<file path="config.mk">
export PLATFORM = sky130hd
export DESIGN_NAME = mod503_reducer_top
export DESIGN_NICKNAME = d
export VERILOG_FILES = /design/src/design/mod503_pkg.sv /design/src/design/chunk_residue_stage.sv /design/src/design/credit_result_queue.sv /design/src/design/mod503_reducer_top.sv /design/src/design/residue_fold.sv /design/src/design/residue_sum_tree.sv
export SDC_FILE = /design/constraint.sdc
export NUM_CORES = 2
export LEC_CHECK = 0
export BUFFER_PORTS_ARGS = -buffer_cell sky130_fd_sc_hd__buf_4
export CAP_MARGIN = 40
export CORE_UTILIZATION = 60
export DETAILED_ROUTE_END_ITERATION = 10
export GPL_TIMING_DRIVEN = 0
export HOLD_SLACK_MARGIN = 0.12
export PLACE_DENSITY = 0.81
export REMOVE_ABC_BUFFERS = 1
export SLEW_MARGIN = 20
export SYNTH_ARGS = -nofsm -noshare
export SYNTH_HDL_FRONTEND = slang
export SYNTH_SLANG_ARGS = --single-unit
</file>
<file path="constraint.sdc">
create_clock -name clk -period 20.7 [get_ports clk]
set_clock_uncertainty 0.15 [all_clocks]
set_input_delay 5.175 -clock clk [delete_from_list [all_inputs] [get_ports clk]]
set_output_delay 5.175 -clock clk [all_outputs]
set_load 0.005 [all_outputs]
</file>
<file path="src/design/mod503_pkg.sv">
`default_nettype none

package mod503_pkg;

  localparam int OPERAND_W = 300;
  localparam int CHUNK_W = 6;
  localparam int NUM_CHUNKS = 50;
  localparam int RES_W = 9;
  localparam int MODULUS = 503;
  localparam int SUM_W = 15;  // Holds 50 * 502.
  localparam int TAG_W = 4;

  localparam int QUEUE_DEPTH = 8;  // Also the sender's credits after reset.
  localparam int OUT_CREDITS = 4;

  typedef logic [OPERAND_W-1:0] operand_t;
  typedef logic [RES_W-1:0] residue_t;
  typedef logic [TAG_W-1:0] tag_t;
  typedef logic [SUM_W-1:0] sum_t;
  typedef logic [NUM_CHUNKS-1:0][RES_W-1:0] chunk_res_array_t;

  // Weight of chunk idx, 2^(6*idx) mod 503.
  function automatic int unsigned chunk_weight(input int unsigned idx);
    int unsigned w;
    w = 1;
    for (int unsigned i = 0; i < idx; i++)
      w = (w * (1 << CHUNK_W)) % MODULUS;
    return w;
  endfunction

endpackage

`default_nettype wire

</file>
<file path="src/design/chunk_residue_stage.sv">
`default_nettype none

module chunk_residue_stage (
  input  logic                        clk,
  input  logic                        rst,
  input  logic                        in_valid,
  input  mod503_pkg::operand_t        in_operand,
  input  mod503_pkg::tag_t            in_tag,
  output logic                        res_valid,
  output mod503_pkg::chunk_res_array_t res_chunks,
  output mod503_pkg::tag_t            res_tag
);

  import mod503_pkg::*;

  typedef logic [(1 << CHUNK_W)-1:0][RES_W-1:0] lut_t;

  // Residue of every chunk value times one position weight.
  function automatic lut_t build_lut(input int unsigned weight);
    lut_t lut;
    for (int unsigned v = 0; v < (1 << CHUNK_W); v++)
      lut[v] = RES_W'((v * weight) % MODULUS);
    return lut;
  endfunction

  chunk_res_array_t lut_out;

  for (genvar i = 0; i < NUM_CHUNKS; i++)
  begin : g_chunk
    localparam lut_t LUT = build_lut(chunk_weight(i));  // Fixed at elaboration.

    assign lut_out[i] = LUT[in_operand[CHUNK_W*i +: CHUNK_W]];
  end

  always_ff @(posedge clk)
  begin
    if (rst)
      res_valid <= 1'b0;
    else
      res_valid <= in_valid;
  end

  // Payload only moves with a valid operand.
  always_ff @(posedge clk)
  begin
    if (in_valid)
    begin
      res_chunks <= lut_out;
      res_tag <= in_tag;
    end
  end

endmodule

`default_nettype wire

</file>
<file path="src/design/credit_result_queue.sv">
`default_nettype none

module credit_result_queue (
  input  logic                  clk,
  input  logic                  rst,
  input  logic                  fold_valid,
  input  mod503_pkg::residue_t  fold_residue,
  input  mod503_pkg::tag_t      fold_tag,
  input  logic                  out_credit,
  output logic                  out_valid,
  output mod503_pkg::residue_t  out_residue,
  output mod503_pkg::tag_t      out_tag,
  output logic                  in_credit
);

  import mod503_pkg::*;

  typedef logic [$clog2(QUEUE_DEPTH)-1:0]   ptr_t;
  typedef logic [$clog2(QUEUE_DEPTH+1)-1:0] count_t;
  typedef logic [$clog2(OUT_CREDITS+1)-1:0] credit_cnt_t;

  residue_t    res_mem [QUEUE_DEPTH];
  tag_t        tag_mem [QUEUE_DEPTH];
  ptr_t        wr_ptr;
  ptr_t        rd_ptr;
  count_t      count;
  credit_cnt_t credits;  // Downstream credits on hand.
  logic        pop;

  // Sender credits cover the pipeline and queue, so a push always fits.
  always_ff @(posedge clk)
  begin
    if (fold_valid)
    begin
      res_mem[wr_ptr] <= fold_residue;
      tag_mem[wr_ptr] <= fold_tag;
    end
  end

  assign pop = (count != '0) && (credits != '0);

  always_ff @(posedge clk)
  begin
    if (rst)
    begin
      wr_ptr <= '0;
      rd_ptr <= '0;
      count <= '0;
    end
    else
    begin
      if (fold_valid)
        wr_ptr <= wr_ptr + 1'b1;  // Depth is a power of two.
      if (pop)
        rd_ptr <= rd_ptr + 1'b1;
      if (fold_valid && !pop)
        count <= count + 1'b1;
      else if (!fold_valid && pop)
        count <= count - 1'b1;
    end
  end

  always_ff @(posedge clk)
  begin
    if (rst)
      credits <= credit_cnt_t'(OUT_CREDITS);
    else if (pop && !out_credit)
      credits <= credits - 1'b1;
    else if (!pop && out_credit)
      credits <= credits + 1'b1;
  end

  // Each send frees a queue slot, which goes back upstream.
  assign out_valid = pop;
  assign in_credit = pop;
  assign out_residue = res_mem[rd_ptr];
  assign out_tag = tag_mem[rd_ptr];

endmodule

`default_nettype wire

</file>
<file path="src/design/mod503_reducer_top.sv">
`default_nettype none

module mod503_reducer_top (
  input  logic                  clk,
  input  logic                  rst,
  input  logic                  in_valid,
  input  mod503_pkg::operand_t  in_operand,
  input  mod503_pkg::tag_t      in_tag,
  output logic                  in_credit,
  output logic                  out_valid,
  output mod503_pkg::residue_t  out_residue,
  output mod503_pkg::tag_t      out_tag,
  input  logic                  out_credit
);

  import mod503_pkg::*;

  logic             res_valid;
  chunk_res_array_t res_chunks;
  tag_t             res_tag;

  logic             sum_valid;
  sum_t             sum;
  tag_t             sum_tag;

  logic             fold_valid;
  residue_t         fold_residue;
  tag_t             fold_tag;

  // Three cycles from in_valid to queue entry.
  chunk_residue_stage u_chunk (
    .clk        (clk),
    .rst        (rst),
    .in_valid   (in_valid),
    .in_operand (in_operand),
    .in_tag     (in_tag),
    .res_valid  (res_valid),
    .res_chunks (res_chunks),
    .res_tag    (res_tag)
  );

  residue_sum_tree u_sum (
    .clk        (clk),
    .rst        (rst),
    .res_valid  (res_valid),
    .res_chunks (res_chunks),
    .res_tag    (res_tag),
    .sum_valid  (sum_valid),
    .sum        (sum),
    .sum_tag    (sum_tag)
  );

  residue_fold u_fold (
    .clk          (clk),
    .rst          (rst),
    .sum_valid    (sum_valid),
    .sum          (sum),
    .sum_tag      (sum_tag),
    .fold_valid   (fold_valid),
    .fold_residue (fold_residue),
    .fold_tag     (fold_tag)
  );

  credit_result_queue u_queue (
    .clk          (clk),
    .rst          (rst),
    .fold_valid   (fold_valid),
    .fold_residue (fold_residue),
    .fold_tag     (fold_tag),
    .out_credit   (out_credit),
    .out_valid    (out_valid),
    .out_residue  (out_residue),
    .out_tag      (out_tag),
    .in_credit    (in_credit)
  );

endmodule

`default_nettype wire

</file>
<file path="src/design/residue_fold.sv">
`default_nettype none

module residue_fold (
  input  logic                  clk,
  input  logic                  rst,
  input  logic                  sum_valid,
  input  mod503_pkg::sum_t      sum,
  input  mod503_pkg::tag_t      sum_tag,
  output logic                  fold_valid,
  output mod503_pkg::residue_t  fold_residue,
  output mod503_pkg::tag_t      fold_tag
);

  import mod503_pkg::*;

  logic [RES_W+1:0] fold1;  // At most 511 + 63 * 9.
  logic [RES_W:0]   fold2;  // At most 511 + 3 * 9.
  residue_t         fold_next;

  // 512 is 9 mod 503, so upper bits come back in at nine times their value.
  always_comb
  begin
    fold1 = (RES_W+2)'(sum[RES_W-1:0])
          + (RES_W+2)'(sum[SUM_W-1:RES_W]) * (RES_W+2)'(9);
    fold2 = (RES_W+1)'(fold1[RES_W-1:0])
          + (RES_W+1)'(fold1[RES_W+1:RES_W]) * (RES_W+1)'(9);
    // One subtraction is enough below 1006.
    if (fold2 >= (RES_W+1)'(MODULUS))
      fold_next = residue_t'(fold2 - (RES_W+1)'(MODULUS));
    else
      fold_next = residue_t'(fold2);
  end

  always_ff @(posedge clk)
  begin
    if (rst)
      fold_valid <= 1'b0;
    else
      fold_valid <= sum_valid;
  end

  always_ff @(posedge clk)
  begin
    if (sum_valid)
    begin
      fold_residue <= fold_next;
      fold_tag <= sum_tag;
    end
  end

endmodule

`default_nettype wire

</file>
<file path="src/design/residue_sum_tree.sv">
`default_nettype none

module residue_sum_tree (
  input  logic                        clk,
  input  logic                        rst,
  input  logic                        res_valid,
  input  mod503_pkg::chunk_res_array_t res_chunks,
  input  mod503_pkg::tag_t            res_tag,
  output logic                        sum_valid,
  output mod503_pkg::sum_t            sum,
  output mod503_pkg::tag_t            sum_tag
);

  import mod503_pkg::*;

  // Three-input adder tree, 50 -> 17 -> 6 -> 2 -> 1.
  sum_t lvl0 [51];
  sum_t lvl1 [18];
  sum_t lvl2 [6];
  sum_t lvl3 [3];
  sum_t total;

  always_comb
  begin
    lvl0[NUM_CHUNKS] = '0;  // Pad to a multiple of three.
    for (int i = 0; i < NUM_CHUNKS; i++)
      lvl0[i] = sum_t'(res_chunks[i]);
    lvl1[17] = '0;
    for (int i = 0; i < 17; i++)
      lvl1[i] = lvl0[3*i] + lvl0[3*i+1] + lvl0[3*i+2];
    for (int i = 0; i < 6; i++)
      lvl2[i] = lvl1[3*i] + lvl1[3*i+1] + lvl1[3*i+2];
    lvl3[2] = '0;
    for (int i = 0; i < 2; i++)
      lvl3[i] = lvl2[3*i] + lvl2[3*i+1] + lvl2[3*i+2];
    total = lvl3[0] + lvl3[1] + lvl3[2];
  end

  always_ff @(posedge clk)
  begin
    if (rst)
      sum_valid <= 1'b0;
    else
      sum_valid <= res_valid;
  end

  always_ff @(posedge clk)
  begin
    if (res_valid)
    begin
      sum <= total;
      sum_tag <= res_tag;
    end
  end

endmodule

`default_nettype wire

</file>
# [Word level (Yosys, flattened, before mapping)]
# Memories as Yosys holds them, arrays and structs flattened. A register that Yosys moved wholly into a read port is not among the register bits.
# Cells that the tools add are included.
[totals] rom_bits=28800 ram_bits=104 n_memories=52 reg_bits=52 inputBits=308
[classes] add_sub_neg=58 order_cmp=1 reduce_logical=12 multipliers=2 n_mux=11
[memory_table] memory="(no name shown)" words=64 word_bits=9 read_ports=1 rd_clocked_by_memory_dff=1 write_ports=0 line_no="chunk_residue_stage.sv:32" rtl="assign lut_out[i] = LUT[in_operand[CHUNK_W*i +: CHUNK_W]];"
[memory_table] memory="(no name shown)" words=64 word_bits=9 read_ports=1 rd_clocked_by_memory_dff=1 write_ports=0 line_no="chunk_residue_stage.sv:32"
[memory_table] memory="(no name shown)" words=64 word_bits=9 read_ports=1 rd_clocked_by_memory_dff=1 write_ports=0 line_no="chunk_residue_stage.sv:32"
[memory_table] memory="(no name shown)" words=64 word_bits=9 read_ports=1 rd_clocked_by_memory_dff=1 write_ports=0 line_no="chunk_residue_stage.sv:32"
[memory_table] memory="(no name shown)" words=64 word_bits=9 read_ports=1 rd_clocked_by_memory_dff=1 write_ports=0 line_no="chunk_residue_stage.sv:32"
[memory_table] memory="(no name shown)" words=64 word_bits=9 read_ports=1 rd_clocked_by_memory_dff=1 write_ports=0 line_no="chunk_residue_stage.sv:32"
[memory_table] memory="+46 memories"
[ops] cell="$add 15x15->15" n=16
[ops] cell="$add 15x9->15" n=16
[ops] cell="$add 9x9->10" n=17
[ops] cell="$mux 3" n=6
[ops] cell="$add 9x10->11" n=1
[ops] cell="$add 9x6->10" n=1
[ops] cell="$ge 10x9->1 const B" n=1
[ops] cell="$mul 6x4->10 const B" n=1
[ops] cell="$add 3x1->3 const B" n=3
[ops] cell="$mux 9" n=1
[ops] cell="$sub 9x9->9 const B" n=1
[ops] cell="$mux 4" n=2
[ops] cell="$mul 2x4->6 const B" n=1
[ops] cell="$logic_and 1x1->1" n=5
[ops] cell="$add 4x1->4 const B" n=1
[ops] cell="$reduce_bool 2->1" n=2
[ops] cell="$reduce_bool 4->1" n=1
[ops] cell="$sub 4x1->4 const B" n=1
[ops] cell="$logic_not 1->1" n=3
[ops] cell="$reduce_bool 3->1" n=1
[ops] cell="$sub 3x1->3 const B" n=1
[ops] cell="$mux 1" n=2

# [Depth between registers and ports, before layout]
[logic_depth] depth_word=7 mapped_depth=31 mapped_depth_nobuf=31

# [Modules after synthesis]
# A second synthesis with hierarchy kept.
[unflattened] hier_cells=8567 area_unflattened_um2=73565.6
[by_module_without_submodules] module="chunk_residue_stage" cells_each=6979 area_each_um2=54672.4 seq_area_each_um2=13352.8 n_inst=1
[by_module_without_submodules] module="residue_sum_tree" cells_each=1201 area_each_um2=12570.8 seq_area_each_um2=590.6 n_inst=1
[by_module_without_submodules] module="credit_result_queue" cells_each=238 area_each_um2=4792.1 seq_area_each_um2=3443.3 n_inst=1
[by_module_without_submodules] module="residue_fold" cells_each=149 area_each_um2=1530.2 seq_area_each_um2=410.4 n_inst=1

# [Worst setup path before layout]
# No wires, ideal clock.
[synth_path] path_type="input to register" start="in in_operand[192]" end="reg u_chunk.res_chunks[296] (netlist name), data pin" arrival_time_ns=7.098 cell_stages=9 path_slack_ns=13.180 required_time_ns=20.278 setup_time_ns=0.272 cell_sequence="clkbuf_1 inv_1 ha_1 clkbuf_1 or2_2 clkbuf_1 a21oi_1 a21oi_1 mux4_2"
[synth_rtl] element="start, declared" line_no="mod503_reducer_top.sv:7" rtl="input mod503_pkg::operand_t in_operand,"
[synth_rtl] element="end, declared" line_no="chunk_residue_stage.sv:10" rtl="output mod503_pkg::chunk_res_array_t res_chunks,"

# [Worst setup path in the final report]
[layout_path] start="reg u_chunk.res_chunks[361] (netlist name)" end="reg u_sum.sum[14], data pin"
[layout_via] elab_chain_cells=7
[layout_lines] element="$add 9x9->10" line_no="residue_sum_tree.sv:30" rtl="lvl1[i] = lvl0[3*i] + lvl0[3*i+1] + lvl0[3*i+2];"
[layout_lines] element="$add 15x9->15" line_no="residue_sum_tree.sv:30"
[layout_lines] element="$add 15x15->15 (2 in a row)" line_no="residue_sum_tree.sv:32" rtl="lvl2[i] = lvl1[3*i] + lvl1[3*i+1] + lvl1[3*i+2];"
[layout_lines] element="$add 15x15->15 (2 in a row)" line_no="residue_sum_tree.sv:35" rtl="lvl3[i] = lvl2[3*i] + lvl2[3*i+1] + lvl2[3*i+2];"
[layout_lines] element="$add 15x15->15" line_no="residue_sum_tree.sv:36" rtl="total = lvl3[0] + lvl3[1] + lvl3[2];"
[layout_lines] element="named net u_sum.total[14]" line_no="residue_sum_tree.sv:21" rtl="sum_t total;"
[layout_lines] element="end signal, assigned" line_no="residue_sum_tree.sv:51" rtl="sum <= total;"
[layout_lines] element="end, declared" line_no="residue_sum_tree.sv:10" rtl="output mod503_pkg::sum_t sum,"
# The timed path passes the listed nets, and every way through them passes these cells.
# A chain may end at the register's enable or synchronous reset.

==> out/metrics.csv <==
metric,value,unit
crit_end,u_sum.sum[14],
hold_violations,0,
synthSimpleGateAreaFrac,13.90,%
endpoint_kind,register,
ant_nets,0,
synth_fa_ha_area_share,19.25,%
fin_crit,8.295,ns
async_flop_share,0,%
clkLatencyLatePin,0.65,ns
synth_compound_area_share,25.56,%
startpoint_type,register,
slew_viol_final,0,
yosys_warnings,0,
synth_top_area_cell,edfxtp_1,
dp_hpwl,140.7,mm
drt_iter0_markers,8084,
slew_headroom,46.61,%
drc,2,
synth_xor_area_share,2.815,%
grt_pass1_vias,58517,
cts_made_buffers,69,
clockRootBuffer,clkbuf_16,
port_buffers,322,
cts_resized,0,
ys_seq_elements,599,
cpPeakStageDelay,0.61,ns
slowest_stage,fa_1,
io_pins,323,
syn_area,0.07281,mm²
r2r-start,u_chunk.res_chunks[361],
fin_crit_sh,40.07,%
synth_top_family_by_area,compound AO/OA/AOI/OAI gates,
synth_top_flop_cell,edfxtp_1,
setup_viol,0,
maxCapViolations,0,
crit_top_cell,fa_1,
netlist_instances,8882,
wl,194.0,mm
yosys-top-cells-area,"edfxtp_1 24%, ha_1 11%, fa_1 8.6%, a21oi_1 6.7%, o21ai_0 6.1%",
worstSetupPathType,register to register,
num_rows,127,
initial_core_util,60.61,%
outcome,finished with violations,
cts-hold-fix-buffers,0,
htree_levels,3,
firstDrtPassIters,11,
path_depth,25,
setup_tns,0,ns
r2r-end,u_sum.sum[14],
violations,DRC,
synth_top_area_share,23.92,%
antenna_found_initial,44,
tightestPinTransition,0.7998,ns
overflow,0,
grt_pass1_wl,308.3,mm
worst-path-buf-inv,2,
cts_sinks,599,
die-width,350.4,µm
yosys-top-cells-count,"970 x a21oi_1, 889 x o21ai_0, 848 x nand2_1",
grt_max_degree,108,
critPathTopFamily,adder cells,
yosysSeqAreaShare,24.44,%
synth_cell_types,84,
vias,65531,
cp-startpoint,u_chunk.res_chunks[361],
r2r_setup_slack,12.41,ns
synthMostInstantiatedCell,a21oi_1,
hp-class,register to register,
clk_pin_slew,0.06,ns
cp.required,20.94,ns
grt_usage,30.55,%
die_h,350.4,µm
layout.nets,9832,
synth.area.mux_share,6.690,%
synth_area_per_cell,8.198,µm²
rsz0062_at_grt,false,
syn2layout_area_growth,6.238,%
wire_per_inst,18.86,µm
fmax,0.1206,GHz
worst_r2r_path_depth,25,
drive_above_1_share,7.643,%
routed_via_density,6.371,
coreArea,0.1201,mm²
cp_data_arrival_time,8.53,ns
tritoncts,yes,
cts_setup_buffers,0,
die_area,0.1227,mm²
place.gp.congestion,0.9672,
clk_path_buf_depth,3,
path_max_fanout,5,
synth_edf_count,580,
kinds of logic after synthesis:
family / after synthesis
mux: 327
fa+ha+maj: 934
flops: 599
buf+inv: 1418
compound gates: 3061
simple gates: 2309
xor+xnor: 234
per-layer routing:
metal  routed length, µm  part of all wire, %  global-route usage (%)  vias to the layer above
met5                 254                 0.13                       0                        -
met4                6208                  3.2                   10.31                       38
met3               15020                  7.7                   4.734                      381
met2               90760                   47                   49.18                     2724
met1               81720                   42                   41.97                    30961
li1                    -                    -                       -                    31427
sequential cells by signal, indices dropped and copies added (netlist names), 4 cells and up, named ones only:
register and count:
u_chunk.res_chunks 440, u_fold.fold_tag 4, u_queue.res_mem 72, u_queue.count 4, u_fold.fold_residue 9, u_sum.sum_tag 4
u_sum.sum 15, u_chunk.res_tag 4, u_queue.tag_mem 32
cell type report:
class | instances | area (µm²)
Tap cell | 1612 | 2017
Inverter | 719 | 2699
Sequential cell | 599 | 17800
Clock buffer | 87 | 1856
Timing Repair Buffer | 338 | 2675
Multi-Input combinational cell | 6865 | 49690
Antenna cell | 26 | 65.06
Clock inverter | 40 | 550.5
Fill cell | 10021 | 42780
how the worst min path moves through the flow:
stage                                  start                  to  slack (ns)  cells after the start
after floorplan             u_sum.sum_tag[0]  u_fold.fold_tag[0]        0.25                      0
after global placement      u_sum.sum_tag[2]  u_fold.fold_tag[2]        0.26                      0
after detailed placement  u_chunk.res_tag[3]    u_sum.sum_tag[3]        0.26                      0
after CTS                   u_sum.sum_tag[0]  u_fold.fold_tag[0]        0.27                      0
after global routing        u_sum.sum_tag[0]  u_fold.fold_tag[0]        0.28                      0
final                       u_sum.sum_tag[0]  u_fold.fold_tag[0]        0.28                      0
through the flow:
| stage | instances | hold slack [ns] | utilization, % | instance area [µm²] | worst slack [ns] |
|---|---|---|---|---|---|
| CTS | 10253 | 0.2722 | 64.27 | 77210 | 12.40 |
| global route | 10283 | 0.2761 | 64.38 | 77350 | 12.07 |
| finish | 10286 | 0.2757 | 64.39 | 77350 | 12.41 |
| detailed placement | 10126 | 0.2649 | 62.27 | 74810 | 12.48 |
| global placement | 10117 | 0.2560 | 62.10 | 74600 | 10.75 |
| floorplan | 8183 | 0.2503 | - | 70160 | 13.22 |
placed cells by master (no fill, tap or decap), types with 49 or more instances in the layout:
cell type  count
a211oi_1     218
a21o_1        85
a21oi_1      970
a311oi_1      49
a31oi_1      145
buf_4        323
clkbuf_16     70
edfxtp_1     580
fa_1         311
ha_1         621
inv_1        690
mux2i_1      160
mux4_2       123
nand2_1      848
nand2b_1     119
nand3_1      151
nor2_1       784
nor2b_1      108
nor3_1       108
o211ai_1     140
o21ai_0      889
o22ai_1       60
o311ai_0      54
o31ai_1       62
xnor2_1      145
xor2_1        89
worst register-to-register path: stages, from the launching register on:
cell,delay (ns)
edfxtp_1,0.41
ha_1,0.34
a21oi_1,0.23
o21bai_1,0.09
a21oi_1,0.27
o21ai_0,0.23
a21o_1,0.23
a21oi_1,0.24
xnor2_1,0.22
fa_1,0.53
fa_1,0.53
fa_1,0.61
fa_1,0.47
fa_1,0.54
fa_1,0.44
fa_1,0.49
inv_1,0.05
fa_1,0.47
inv_1,0.05
ha_1,0.35
a21oi_1,0.14
o21ai_0,0.14
o31ai_1,0.41
o21bai_1,0.10
a21oi_1,0.18
xnor2_1,0.12
Power is left out: the tool's default activity adds up to more than one toggle a clock period on the data nets, which glitch-free logic cannot reach.
